## config.mk

```make
export PLATFORM = sky130hd
export DESIGN_NAME = spi_arbiter
export DESIGN_NICKNAME = d
export VERILOG_FILES = /design/src/spi_arb_pkg.sv /design/src/spi_bus_pkg.sv /design/src/req_tracker.sv /design/src/age_compare.sv /design/src/arb_fsm.sv /design/src/spi_cmd_mux.sv /design/src/return_router.sv /design/src/spi_arbiter.sv
export SDC_FILE = /design/constraint.sdc
export NUM_CORES = 1
export LEC_CHECK = 0
export BUFFER_PORTS_ARGS = -buffer_cell sky130_fd_sc_hd__buf_2
export CAP_MARGIN = 20
export CORE_MARGIN = 5
export CORE_UTILIZATION = 47
export CTS_BUF_LIST = sky130_fd_sc_hd__clkbuf_4 sky130_fd_sc_hd__clkbuf_8
export DETAILED_ROUTE_END_ITERATION = 16
export HOLD_SLACK_MARGIN = 0.06
export PLACE_DENSITY = 0.65
export SYNTH_ARGS = -nofsm -noshare
export SYNTH_HDL_FRONTEND = slang
export SYNTH_SLANG_ARGS = --single-unit
```

## constraint.sdc

```tcl
create_clock -name i_clk -period 2.2 [get_ports i_clk]
set_input_delay 0.11 -clock i_clk [delete_from_list [all_inputs] [get_ports i_clk]]
set_output_delay 0.11 -clock i_clk [all_outputs]
set_load 0.01 [all_outputs]
```

## src/spi_arb_pkg.sv

```systemverilog
// ****************************************
// spi arbiter arbitration types
// requester ids, control states and the
// per-requester vector type
// ****************************************
`default_nettype none

package spi_arb_pkg;

	localparam int NUM_REQ = 4;

	// channel slots in the request vectors
	localparam int CH_MCU_RD   = 0;
	localparam int CH_MCU_WR   = 1;
	localparam int CH_FPGA_RD0 = 2;
	localparam int CH_FPGA_RD1 = 3;

	// order doubles as tie-break order, id is channel slot + 1
	typedef enum logic [2:0] {
		REQ_NONE,
		REQ_MCU_RD,
		REQ_MCU_WR,
		REQ_FPGA_RD0,
		REQ_FPGA_RD1
	} req_id_e;

	typedef enum logic [1:0] {
		ST_IDLE,
		ST_LAUNCH,
		ST_WAIT_DONE
	} arb_state_e;

	typedef logic [NUM_REQ-1:0] req_vec_t;	// one bit per requester

endpackage

`default_nettype wire

```

## src/spi_bus_pkg.sv

```systemverilog
// ****************************************
// spi driver side definitions
// field widths, status register location
// and the command structs
// ****************************************
`default_nettype none

package spi_bus_pkg;

	localparam int ADDR_W = 10;
	localparam int DATA_W = 8;
	localparam int MOD_W  = 3;
	localparam int CHIP_W = 2;

	localparam logic [ADDR_W-1:0] STATUS_ADDR = 10'h10C;	// polled by the fpga readers
	localparam logic [CHIP_W-1:0] FPGA0_CHIP  = 2'd0;
	localparam logic [CHIP_W-1:0] FPGA1_CHIP  = 2'd1;

	typedef struct packed {
		logic [ADDR_W-1:0] addr;
		logic [MOD_W-1:0]  mod_sel;
		logic [DATA_W-1:0] wr_data;
		logic [CHIP_W-1:0] chip;
	} mcu_cmd_t;

	typedef struct packed {
		logic              rd;
		logic              wr;
		logic [ADDR_W-1:0] addr;
		logic [MOD_W-1:0]  mod_sel;
		logic [DATA_W-1:0] wr_data;
		logic [CHIP_W-1:0] chip;
	} spi_cmd_t;

endpackage

`default_nettype wire

```

## src/req_tracker.sv

```systemverilog
// ****************************************
// request tracker
// syncs the request levels, catches rising
// edges, keeps pending flags and wait ages
// ****************************************
`timescale 1ns/1ps
`default_nettype none

module req_tracker #(
	parameter int WAIT_W = 16
) (
	input  wire logic                                            i_clk,
	input  wire logic                                            i_rst_n,
	input  wire logic [spi_arb_pkg::NUM_REQ-1:0]                 i_req,
	input  wire logic                                            i_grant,
	input  spi_arb_pkg::req_id_e                                 i_grant_id,
	output spi_arb_pkg::req_vec_t                                o_pending,
	output logic [spi_arb_pkg::NUM_REQ-1:0][WAIT_W-1:0]          o_age
);

	import spi_arb_pkg::*;

	req_vec_t req_s0;
	req_vec_t req_s1;
	req_vec_t req_s2;	// previous sync output, for the edge
	req_vec_t req_edge;
	req_vec_t grant_hit;

	always_ff @(posedge i_clk)
	begin
		req_s0 <= i_req;
		req_s1 <= req_s0;
		req_s2 <= req_s1;
	end

	assign req_edge = req_s1 & ~req_s2;

	// decode the grant onto its channel
	always_comb
	begin
		for (int i = 0; i < NUM_REQ; i++)
		begin
			grant_hit[i] = i_grant && (i_grant_id == req_id_e'(i + 1));
		end
	end

	always_ff @(posedge i_clk or negedge i_rst_n)
	begin
		if (!i_rst_n)
		begin
			o_pending <= '0;
			o_age     <= '0;
		end
		else
		begin
			for (int i = 0; i < NUM_REQ; i++)
			begin
				// a fresh edge beats a grant in the same cycle
				if (req_edge[i])
					o_pending[i] <= 1'b1;
				else if (grant_hit[i])
					o_pending[i] <= 1'b0;

				if (grant_hit[i] || !o_pending[i])
					o_age[i] <= '0;
				else if (o_age[i] != '1)
					o_age[i] <= o_age[i] + 1'b1;	// saturates
			end
		end
	end

endmodule

`default_nettype wire

```

## src/age_compare.sv

```systemverilog
// ****************************************
// oldest-first comparator
// two registered stages, earlier id wins
// on equal age
// ****************************************
`timescale 1ns/1ps
`default_nettype none

module age_compare #(
	parameter int WAIT_W = 16
) (
	input  wire logic                                       i_clk,
	input  wire logic                                       i_rst_n,
	input  spi_arb_pkg::req_vec_t                           i_pending,
	input  wire logic [spi_arb_pkg::NUM_REQ-1:0][WAIT_W-1:0] i_age,
	output spi_arb_pkg::req_id_e                            o_winner
);

	import spi_arb_pkg::*;

	req_id_e           mcu_id;
	req_id_e           fpga_id;
	logic [WAIT_W-1:0] mcu_age;
	logic [WAIT_W-1:0] fpga_age;

	// second candidate must be strictly older to take over
	function automatic logic second_wins(
		input logic              valid_a,
		input logic              valid_b,
		input logic [WAIT_W-1:0] age_a,
		input logic [WAIT_W-1:0] age_b
	);
		return valid_b && (!valid_a || (age_b > age_a));
	endfunction

	// stage 1 pairs up the mcu and the fpga channels
	always_ff @(posedge i_clk or negedge i_rst_n)
	begin
		if (!i_rst_n)
		begin
			mcu_id   <= REQ_NONE;
			fpga_id  <= REQ_NONE;
			mcu_age  <= '0;
			fpga_age <= '0;
		end
		else
		begin
			if (second_wins(i_pending[CH_MCU_RD], i_pending[CH_MCU_WR],
			                i_age[CH_MCU_RD], i_age[CH_MCU_WR]))
			begin
				mcu_id  <= REQ_MCU_WR;
				mcu_age <= i_age[CH_MCU_WR];
			end
			else
			begin
				mcu_id  <= i_pending[CH_MCU_RD] ? REQ_MCU_RD : REQ_NONE;
				mcu_age <= i_age[CH_MCU_RD];
			end

			if (second_wins(i_pending[CH_FPGA_RD0], i_pending[CH_FPGA_RD1],
			                i_age[CH_FPGA_RD0], i_age[CH_FPGA_RD1]))
			begin
				fpga_id  <= REQ_FPGA_RD1;
				fpga_age <= i_age[CH_FPGA_RD1];
			end
			else
			begin
				fpga_id  <= i_pending[CH_FPGA_RD0] ? REQ_FPGA_RD0 : REQ_NONE;
				fpga_age <= i_age[CH_FPGA_RD0];
			end
		end
	end

	// stage 2 keeps the mcu side on ties
	always_ff @(posedge i_clk or negedge i_rst_n)
	begin
		if (!i_rst_n)
			o_winner <= REQ_NONE;
		else if (second_wins(mcu_id != REQ_NONE, fpga_id != REQ_NONE, mcu_age, fpga_age))
			o_winner <= fpga_id;
		else
			o_winner <= mcu_id;
	end

endmodule

`default_nettype wire

```

## src/arb_fsm.sv

```systemverilog
// ****************************************
// arbiter control
// grants the winner, times the launch and
// watches the driver's done level
// ****************************************
`timescale 1ns/1ps
`default_nettype none

module arb_fsm #(
	parameter int LAUNCH_DELAY = 6
) (
	input  wire logic           i_clk,
	input  wire logic           i_rst_n,
	input  spi_arb_pkg::req_id_e i_winner,
	input  wire logic           i_spi_done,
	output logic                o_grant,
	output spi_arb_pkg::req_id_e o_owner,
	output logic                o_launch,
	output logic                o_done
);

	import spi_arb_pkg::*;

	localparam int CNT_W = $clog2(LAUNCH_DELAY + 1);

	arb_state_e       state;
	logic [CNT_W-1:0] delay_cnt;
	logic             done_s0;
	logic             done_s1;
	logic             done_s2;

	// done comes from another block, sync before use
	always_ff @(posedge i_clk or negedge i_rst_n)
	begin
		if (!i_rst_n)
		begin
			done_s0 <= 1'b0;
			done_s1 <= 1'b0;
			done_s2 <= 1'b0;
		end
		else
		begin
			done_s0 <= i_spi_done;
			done_s1 <= done_s0;
			done_s2 <= done_s1;
		end
	end

	always_ff @(posedge i_clk or negedge i_rst_n)
	begin
		if (!i_rst_n)
		begin
			state     <= ST_IDLE;
			delay_cnt <= '0;
			o_grant   <= 1'b0;
			o_owner   <= REQ_NONE;
			o_launch  <= 1'b0;
			o_done    <= 1'b0;
		end
		else
		begin
			o_grant  <= 1'b0;
			o_launch <= 1'b0;
			o_done   <= 1'b0;
			case (state)
				ST_IDLE:
				begin
					if (i_winner != REQ_NONE)
					begin
						o_grant   <= 1'b1;
						o_owner   <= i_winner;	// held until next grant
						delay_cnt <= CNT_W'(1);
						state     <= ST_LAUNCH;
					end
				end
				ST_LAUNCH:
				begin
					// strobe lands LAUNCH_DELAY cycles after the grant
					if (delay_cnt == CNT_W'(LAUNCH_DELAY - 1))
					begin
						o_launch <= 1'b1;
						state    <= ST_WAIT_DONE;
					end
					else
						delay_cnt <= delay_cnt + 1'b1;
				end
				ST_WAIT_DONE:
				begin
					if (done_s1 && !done_s2)
					begin
						o_done <= 1'b1;
						state  <= ST_IDLE;
					end
				end
				default:
					state <= ST_IDLE;
			endcase
		end
	end

endmodule

`default_nettype wire

```

## src/spi_cmd_mux.sv

```systemverilog
// ****************************************
// spi command register
// builds the driver command for the owner
// and issues the rd or wr strobe
// ****************************************
`timescale 1ns/1ps
`default_nettype none

module spi_cmd_mux (
	input  wire logic             i_clk,
	input  wire logic             i_rst_n,
	input  wire logic             i_grant,
	input  spi_arb_pkg::req_id_e   i_owner,
	input  wire logic             i_launch,
	input  spi_bus_pkg::mcu_cmd_t  i_mcu_cmd,
	output spi_bus_pkg::spi_cmd_t  o_spi_cmd
);

	import spi_arb_pkg::*;
	import spi_bus_pkg::*;

	mcu_cmd_t fields_q;
	logic     rd_q;
	logic     wr_q;

	// fields load on grant, stay put through the transfer
	always_ff @(posedge i_clk)
	begin
		if (i_grant)
		begin
			case (i_owner)
				REQ_MCU_RD, REQ_MCU_WR:
					fields_q <= i_mcu_cmd;
				REQ_FPGA_RD0:
					fields_q <= '{addr: STATUS_ADDR, mod_sel: '0, wr_data: '0, chip: FPGA0_CHIP};
				REQ_FPGA_RD1:
					fields_q <= '{addr: STATUS_ADDR, mod_sel: '0, wr_data: '0, chip: FPGA1_CHIP};
				default:
					fields_q <= '0;
			endcase
		end
	end

	always_ff @(posedge i_clk or negedge i_rst_n)
	begin
		if (!i_rst_n)
		begin
			rd_q <= 1'b0;
			wr_q <= 1'b0;
		end
		else
		begin
			rd_q <= i_launch && (i_owner inside {REQ_MCU_RD, REQ_FPGA_RD0, REQ_FPGA_RD1});
			wr_q <= i_launch && (i_owner == REQ_MCU_WR);
		end
	end

	assign o_spi_cmd = '{
		rd:      rd_q,
		wr:      wr_q,
		addr:    fields_q.addr,
		mod_sel: fields_q.mod_sel,
		wr_data: fields_q.wr_data,
		chip:    fields_q.chip
	};

endmodule

`default_nettype wire

```

## src/return_router.sv

```systemverilog
// ****************************************
// return router
// steers the returned byte and a success
// pulse to the transfer's owner
// ****************************************
`timescale 1ns/1ps
`default_nettype none

module return_router (
	input  wire logic                            i_clk,
	input  wire logic                            i_rst_n,
	input  wire logic                            i_done,
	input  spi_arb_pkg::req_id_e                  i_owner,
	input  wire logic [spi_bus_pkg::DATA_W-1:0]  i_spi_rdata,
	output logic [spi_bus_pkg::DATA_W-1:0]       o_data_mcu,
	output logic [spi_bus_pkg::DATA_W-1:0]       o_data_fpga0,
	output logic [spi_bus_pkg::DATA_W-1:0]       o_data_fpga1,
	output logic                                 o_success_mcu,
	output logic                                 o_success_fpga0,
	output logic                                 o_success_fpga1
);

	import spi_arb_pkg::*;
	import spi_bus_pkg::*;

	logic [DATA_W-1:0] rdata_d1;
	logic [DATA_W-1:0] rdata_d2;

	// byte delayed to line up with the done sync chain
	always_ff @(posedge i_clk)
	begin
		rdata_d1 <= i_spi_rdata;
		rdata_d2 <= rdata_d1;
	end

	always_ff @(posedge i_clk or negedge i_rst_n)
	begin
		if (!i_rst_n)
		begin
			o_data_mcu      <= '0;
			o_data_fpga0    <= '0;
			o_data_fpga1    <= '0;
			o_success_mcu   <= 1'b0;
			o_success_fpga0 <= 1'b0;
			o_success_fpga1 <= 1'b0;
		end
		else
		begin
			o_success_mcu   <= 1'b0;
			o_success_fpga0 <= 1'b0;
			o_success_fpga1 <= 1'b0;
			if (i_done)
			begin
				case (i_owner)
					REQ_MCU_RD, REQ_MCU_WR:	// writes echo the driver byte too
					begin
						o_data_mcu    <= rdata_d2;
						o_success_mcu <= 1'b1;
					end
					REQ_FPGA_RD0:
					begin
						o_data_fpga0    <= rdata_d2;
						o_success_fpga0 <= 1'b1;
					end
					REQ_FPGA_RD1:
					begin
						o_data_fpga1    <= rdata_d2;
						o_success_fpga1 <= 1'b1;
					end
				endcase
			end
		end
	end

endmodule

`default_nettype wire

```

## src/spi_arbiter.sv

```systemverilog
// ****************************************
// spi configuration bus arbiter
// oldest-first sharing of one spi driver
// between the mcu and two fpga readers
// ****************************************
`timescale 1ns/1ps
`default_nettype none

module spi_arbiter #(
	parameter int WAIT_W       = 16,
	parameter int LAUNCH_DELAY = 6
) (
	input  wire logic                            i_clk,
	input  wire logic                            i_rst_n,
	input  wire logic                            i_rd_en_mcu,
	input  wire logic                            i_wr_en_mcu,
	input  wire logic                            i_rd_en_fpga0,
	input  wire logic                            i_rd_en_fpga1,
	input  spi_bus_pkg::mcu_cmd_t                 i_mcu_cmd,
	input  wire logic                            i_spi_done,
	input  wire logic [spi_bus_pkg::DATA_W-1:0]  i_spi_rdata,
	output spi_bus_pkg::spi_cmd_t                 o_spi_cmd,
	output logic [spi_bus_pkg::DATA_W-1:0]       o_data_mcu,
	output logic [spi_bus_pkg::DATA_W-1:0]       o_data_fpga0,
	output logic [spi_bus_pkg::DATA_W-1:0]       o_data_fpga1,
	output logic                                 o_success_mcu,
	output logic                                 o_success_fpga0,
	output logic                                 o_success_fpga1
);

	import spi_arb_pkg::*;

	req_vec_t                       req_lvl;
	req_vec_t                       req_pending;
	logic [NUM_REQ-1:0][WAIT_W-1:0] req_age;
	req_id_e                        winner;
	req_id_e                        owner;
	logic                           grant;
	logic                           launch;
	logic                           done;

	assign req_lvl[CH_MCU_RD]   = i_rd_en_mcu;
	assign req_lvl[CH_MCU_WR]   = i_wr_en_mcu;
	assign req_lvl[CH_FPGA_RD0] = i_rd_en_fpga0;
	assign req_lvl[CH_FPGA_RD1] = i_rd_en_fpga1;

	req_tracker #(.WAIT_W(WAIT_W)) tracker_i (
		.i_clk      (i_clk),
		.i_rst_n    (i_rst_n),
		.i_req      (req_lvl),
		.i_grant    (grant),
		.i_grant_id (owner),
		.o_pending  (req_pending),
		.o_age      (req_age)
	);

	age_compare #(.WAIT_W(WAIT_W)) compare_i (
		.i_clk     (i_clk),
		.i_rst_n   (i_rst_n),
		.i_pending (req_pending),
		.i_age     (req_age),
		.o_winner  (winner)
	);

	arb_fsm #(.LAUNCH_DELAY(LAUNCH_DELAY)) fsm_i (
		.i_clk      (i_clk),
		.i_rst_n    (i_rst_n),
		.i_winner   (winner),
		.i_spi_done (i_spi_done),
		.o_grant    (grant),
		.o_owner    (owner),
		.o_launch   (launch),
		.o_done     (done)
	);

	spi_cmd_mux cmd_mux_i (
		.i_clk     (i_clk),
		.i_rst_n   (i_rst_n),
		.i_grant   (grant),
		.i_owner   (owner),
		.i_launch  (launch),
		.i_mcu_cmd (i_mcu_cmd),
		.o_spi_cmd (o_spi_cmd)
	);

	return_router router_i (
		.i_clk           (i_clk),
		.i_rst_n         (i_rst_n),
		.i_done          (done),
		.i_owner         (owner),
		.i_spi_rdata     (i_spi_rdata),
		.o_data_mcu      (o_data_mcu),
		.o_data_fpga0    (o_data_fpga0),
		.o_data_fpga1    (o_data_fpga1),
		.o_success_mcu   (o_success_mcu),
		.o_success_fpga0 (o_success_fpga0),
		.o_success_fpga1 (o_success_fpga1)
	);

endmodule

`default_nettype wire

```

# Word level (Yosys, flattened, before mapping)
# Cells that the tools add are included.
dict set report classes {
  add_sub_neg 5
  n_mul 0
  div_mod_pow 0
  order_cmp 3
  n_eq_ne 15
  shifts 0
  n_mux 43
  bitwise_logic 2
  reduce_logical 44
}
# operator n
set op_table {}
lappend op_table {{2-to-1 mux 16 bit} 10}
lappend op_table {{case mux 23 bit (3 select lines)} 1}
lappend op_table {{adder 16 x 1 -> 16 bit (second input constant)} 4}
lappend op_table {{inequality test 16 bit (second input constant)} 4}
lappend op_table {{> comparator 16 bit} 3}
lappend op_table {{2-to-1 mux 1 bit} 21}
lappend op_table {{nonzero test 2 bit} 9}
lappend op_table {{2-to-1 mux 3 bit} 4}
lappend op_table {{nonzero test 3 bit} 4}
lappend op_table {{logical AND 1 bit} 10}
lappend op_table {{2-to-1 mux 2 bit} 5}
lappend op_table {{AND reduction 2 bit} 4}
lappend op_table {{logical OR 1 bit} 7}
lappend op_table {{== test 3 x 2 -> 1 bit (second input constant)} 2}
lappend op_table {{== test 3 bit (second input constant)} 2}
lappend op_table {{zero test 1 bit} 6}
lappend op_table {{inequality test 2 x 1 -> 1 bit (second input constant)} 3}
lappend op_table {{case mux 2 bit (3 select lines)} 1}
lappend op_table {{case mux 3 bit (2 select lines)} 1}
lappend op_table {{AND reduction 3 bit} 2}
lappend op_table {{bitwise AND 4 bit} 1}
lappend op_table {{inverter 4 bit} 1}
lappend op_table {{adder 3 x 1 -> 3 bit (second input constant)} 1}
lappend op_table {{== test 3 x 1 -> 1 bit (second input constant)} 1}
lappend op_table {{other kinds (5)} 5}
dict set report totals {
  register_bits 203
  latch_bits 0
  mem_bits_rw 0
  mem_bits_ro 0
  output_inout_bits 52
  memories 0
}

# Longest topological paths before layout
dict set report depth {
  depth_word 5
  mapped_depth 10
}

# By module
# From an unflattened synthesis, not the netlist that was laid out.
dict set report unflattened {
  hier_cells 840
  hier_area_um2 9585.4
}
# module instances cells_each area_per_inst_um2 seq_area_each_um2
set modules_own_cells {}
lappend modules_own_cells {req_tracker 1 399 3903.7 1941.9}
lappend modules_own_cells {age_compare 1 256 2702.6 975.9}
lappend modules_own_cells {return_router 1 74 1371.3 996.0}
lappend modules_own_cells {spi_cmd_mux 1 68 1037.2 740.7}
lappend modules_own_cells {arb_fsm 1 43 570.5 350.3}

# Least setup slack after synthesis
# Ideal clock, no wire load.
dict set report synth_timing {
  path_type {reg-to-reg}
  start {register tracker_i.o_age[61] in the netlist's numbering}
  end {register compare_i.fpga_age[10]}
  setup_ps 125
  arrival_time_ps 2240
  required_time_ps 2075
  path_slack_ps -165
  stages_incl_launch_ff 9
  path_buffers 1
  synth_period_minus_slack_ps 2365
  cell_sequence {dfrtp_1 -> ha_1 -> nand4_1 -> or4_1 -> o31a_1 -> o21ai_2 -> inv_4 -> buf_12 -> mux2_4}
}
dict set report synth_between {
  elab_chain_cells 4
}
# item line
set synth_rtl {}
lappend synth_rtl {{start, declared} req_tracker.sv:18} ;# output logic [spi_arb_pkg::NUM_REQ-1:0][WAIT_W-1:0] o_age
lappend synth_rtl {{start signal, assigned by index} req_tracker.sv:67} ;# o_age[i] <= o_age[i] + 1'b1;
lappend synth_rtl {{> comparator 16 bit} age_compare.sv:33} ;# return valid_b && (!valid_a || (age_b > age_a));
lappend synth_rtl {{logical OR 1 bit} age_compare.sv:33}
lappend synth_rtl {{logical AND 1 bit} age_compare.sv:33}
lappend synth_rtl {{2-to-1 mux 16 bit} age_compare.sv:60} ;# if (second_wins(i_pending[CH_FPGA_RD0], i_pending[CH_FPGA_RD1],
lappend synth_rtl {{end signal, assigned} age_compare.sv:64} ;# fpga_age <= i_age[CH_FPGA_RD1];
lappend synth_rtl {{end signal, assigned} age_compare.sv:69} ;# fpga_age <= i_age[CH_FPGA_RD0];
lappend synth_rtl {{end, declared} age_compare.sv:24} ;# logic [WAIT_W-1:0] fpga_age;
# Every way passes these cells.
# A chain may end at the register's enable or synchronous reset.

# Worst setup path in the final report
dict set report layout_timing {
  start {register tracker_i.o_age[58] in the netlist's numbering}
  end {register compare_i.fpga_age[0]}
}
# Same word-level chain as after synthesis.

==> impl_results.rst <==
.. list-table::
   :header-rows: 1

   * - Metric
     - Value
   * - Via count
     - 6,898
   * - Fin Hold WS
     - 176 ps
   * - Worst slew margin relative to its limit
     - 56.7%
   * - Vias per cell
     - 5.01
   * - Final global-route overflow total
     - 0
   * - Leakage power total
     - 5.96 nW
   * - Maximum net fanout on the critical path
     - 2
   * - Number of flip-flops and latches in the synthesized netlist
     - 201
   * - Post-Syn Nets
     - 901
   * - Status
     - finished, violations left
   * - Final Cycle Share
     - 110%
   * - Iteration-0 DRC count of the detailed router
     - 408
   * - Slew Viols, Final
     - 0
   * - Drt first pass iters
     - 5
   * - Final Non-Filler Cells
     - 1,377
   * - Synthesis warning total
     - 0
   * - Unique masters post-synth
     - 50
   * - Area of the placeable core
     - 18,800 sq um
   * - Final number of hold-violating endpoints
     - 0
   * - Proportion of layout cells with a drive suffix above 1
     - 34.6%
   * - Number of antenna violations at the first check in global routing
     - 0
   * - Most frequently used flop master after synthesis
     - sky130_fd_sc_hd__dfrtp_1
   * - CTS Buffer Depth
     - 3
   * - CP Capture Type
     - flip-flop
   * - Layout overhead on the synthesized area
     - 36.1%
   * - Total inserted antenna cells
     - 0
   * - Fraction of registers with async set/reset
     - 74.6%
   * - Synthesized area per cell
     - 11.1 sq um
   * - Sequential-to-total area share from yosys stat
     - 55.5%
   * - Type of the worst min-delay path
     - in2async
   * - Total routing usage reported by global routing
     - 19.4%
   * - Endpoints failing setup
     - 18
   * - Number of CTS-inserted buffers
     - 36
   * - Die Span X
     - 149 um
   * - Synth Cell Area
     - 9020 sq um
   * - TritonCTS clock tree
     - yes
   * - RSZ-0062 raised after global routing
     - true
   * - Die extent in y
     - 149 um
   * - Global-route wire length before repair
     - 34.9 mm
   * - Routed wirelength normalized by instance count
     - 15.4 um
   * - FMAX
     - 413 MHz
   * - Ratio of total power to cell area
     - 1250 nW/um^2
   * - Placed inst area
     - 10,700 sq um
   * - Final #Nets
     - 1,181
   * - Clock tree skew after final layout
     - 17.2 ps
   * - Violated checks
     - negative setup slack
   * - Actual transition at the worst max-transition pin
     - 650 ps
   * - Max-Cap Viols
     - 0
   * - CP Data Arrival Time
     - 2830 ps
   * - Remaining antenna violation count after routing
     - 0
   * - Placement row count
     - 50
   * - Root Driver
     - sky130_fd_sc_hd__clkbuf_8
   * - Worst slack at placement
     - -280 ps
   * - Worst-Skew Late Latency
     - 520 ps
   * - Number of global-route vias before repair
     - 6,964
   * - Starting density of the core
     - 47.9%
   * - Worst voltage drop across the vdd grid
     - 551 uV
   * - Placed Cells
     - 1,262
   * - Overall power of the completed layout
     - 15.3 mW
   * - Syn Inst Count
     - 809
   * - Crit Path Class
     - reg2reg
   * - Clock input transition at the sequential cells of the worst setup and hold paths
     - 60 ps
   * - Detailed-route wire length
     - 21.2 mm
   * - Worst-case setup margin in the final layout
     - -222 ps
   * - Share of the core filled with cells in the final layout
     - 65.2%
   * - Die ar.
     - 22,100 sq um
   * - Fin crit period
     - 2420 ps
   * - Critical Path Source Type
     - flip-flop
   * - Buffers added on ports
     - 89
   * - TritonCTS Sinks
     - 201
   * - Count of unresolved DRC violations after routing
     - 0
   * - Required time at the endpoint of the critical path
     - 2600 ps
   * - Pin count of the biggest net entering global routing
     - 67
   * - CTS H-Tree Depth
     - 2
   * - Post-detailed-placement half-perimeter wirelength
     - 14.4 mm
   * - Number of synthesized flops with an enable pin
     - 23
   * - Post-route cell area
     - 12,300 sq um
   * - Top Ports
     - 90
   * - Routability cong.
     - 0.871
   * - Total Neg Setup Slack
     - -3430 ps
==> per-layer routing <==
metal / GRT usage, % / wire length, um / up-vias / share of wire [%]
li1: - / - / 3359 / -
met2: 31.9 / 9970 / 204 / 47
met4: 5.36 / 395 / 0 / 1.9
met3: 4.14 / 1230 / 38 / 5.8
met5: 0 / 0 / - / 0
met1: 26.3 / 9560 / 3297 / 45
==> worst max-delay path: stages, from the launching register on <==
cell and delay, ps:
sky130_fd_sc_hd__dfrtp_1 410, sky130_fd_sc_hd__ha_4 280, sky130_fd_sc_hd__nand4_1 150, sky130_fd_sc_hd__or4_4 580, sky130_fd_sc_hd__o31a_1 290, sky130_fd_sc_hd__o21ai_4 90, sky130_fd_sc_hd__buf_4 140, sky130_fd_sc_hd__buf_6 80
sky130_fd_sc_hd__mux2_4 280
==> where the power goes <==
group / switching [mW] / total (mW) / internal (mW) / leakage (nW)
logic: 3.16 / 6.49 / 3.34 / 3.11
registers: 0.505 / 5.17 / 4.67 / 2.43
clock network: 1.52 / 3.67 / 2.15 / 0.413
==> flip-flops by register name, indices dropped and copies added (netlist names), 2 cells and up <==
register               flops
compare_i.fpga_id          2
compare_i.fpga_age        16
tracker_i.o_age           64
compare_i.o_winner         3
fsm_i.delay_cnt            3
router_i.rdata_d2          8
fsm_i.o_owner              3
cmd_mux_i.o_spi_cmd       23
router_i.o_data_mcu        8
router_i.o_data_fpga1      8
tracker_i.o_pending        4
compare_i.mcu_id           2
tracker_i.req_s2           4
router_i.rdata_d1          8
fsm_i.state                2
tracker_i.req_s1           4
router_i.o_data_fpga0      8
tracker_i.req_s0           4
compare_i.mcu_age         16
==> final cells by class <==
type,instances,area (sq um)
Fill cell,1434,6560
Sequential cell,201,5010
Multi-Input combinational cell,520,3990
Timing Repair Buffer,260,1890
Clock buffer,58,704
Tap cell,260,325
Inverter,69,272
Clock inverter,8,71.3
Timing Repair inverter,1,11.3
==> layout by cell type, fill, tap and decap left out, drive strengths merged, types with 15 or more instances in the layout <==
master       netlist  routed
dlygate4sd3        0      37
clkbuf            15      58
dfxtp             28      28
nand4             21      21
o21ai             23      23
a21oi             31      31
edfxtp            23      23
ha                54      54
inv               69      71
nor2              81      81
mux2              53      53
xnor2             31      31
nand2             49      49
dfrtp            150     150
nand3             37      37
and2              23      23
xor2              15      15
buf                4     223
==> path summary, 6_finish.rpt <==
| kind | startpoint | end | slack (ps) | depth (start not counted) |
|---|---|---|---|---|
| min reg2reg | router_i.rdata_d1[7] | router_i.rdata_d2[7] | 320 | 0 |
| max in group asynchronous | i_rst_n | router_i.o_data_mcu[5] | 1320 | 3 |
| min in group i_clk | i_spi_rdata[3] | router_i.rdata_d1[3] | 230 | 2 |
| max | tracker_i.o_age[58] | compare_i.fpga_age[0] | -220 | 8 |
| min | i_rst_n | fsm_i.o_launch | 180 | 2 |
| max reg2reg | tracker_i.o_age[58] | compare_i.fpga_age[0] | -220 | 8 |
==> kinds of logic (layout without fill, tap and decap cells) <==
group,count (synthesis),in the layout,synth area share [%]
adders and majority gates,54,54,7.49
AOI/OAI and AO/OA,94,94,6.52
xor gates and xnor gates,46,46,4.47
DFF,201,201,55.5
buffers and inverters,88,396,3.97
and+or+nand+nor,267,267,14.5
muxes,59,59,7.53
==> Yosys cell counts, types with 12 or more instances <==
library cell	number	area share, %
sky130_fd_sc_hd__dfrtp_1	150	42
sky130_fd_sc_hd__nor2_1	81	3.4
sky130_fd_sc_hd__inv_1	68	2.8
sky130_fd_sc_hd__ha_1	54	7.5
sky130_fd_sc_hd__nand2_1	49	2.0
sky130_fd_sc_hd__mux2_2	47	5.9
sky130_fd_sc_hd__nand3_1	37	2.1
sky130_fd_sc_hd__a21oi_1	31	1.7
sky130_fd_sc_hd__xnor2_1	31	3.0
sky130_fd_sc_hd__dfxtp_1	28	6.2
sky130_fd_sc_hd__and2_1	23	1.6
sky130_fd_sc_hd__edfxtp_1	23	7.7
sky130_fd_sc_hd__o21ai_0	22	1.2
sky130_fd_sc_hd__nand4_1	21	1.5
sky130_fd_sc_hd__clkbuf_1	15	0.62
sky130_fd_sc_hd__xor2_1	15	1.5
sky130_fd_sc_hd__nor3_1	12	0.67
==> timing repair <==
action | 4_1_cts | 5_1_grt
setup buffers | 7 | 6
setup endpoints to repair | 33 | 45
gates cloned | 2 | 0
gates resized for setup | 36 | 34
hold buffers | 37 | 0
pin swaps | 10 | 13
hold endpoints to repair | 116 | 0
(Power assumes the default switching activity.)
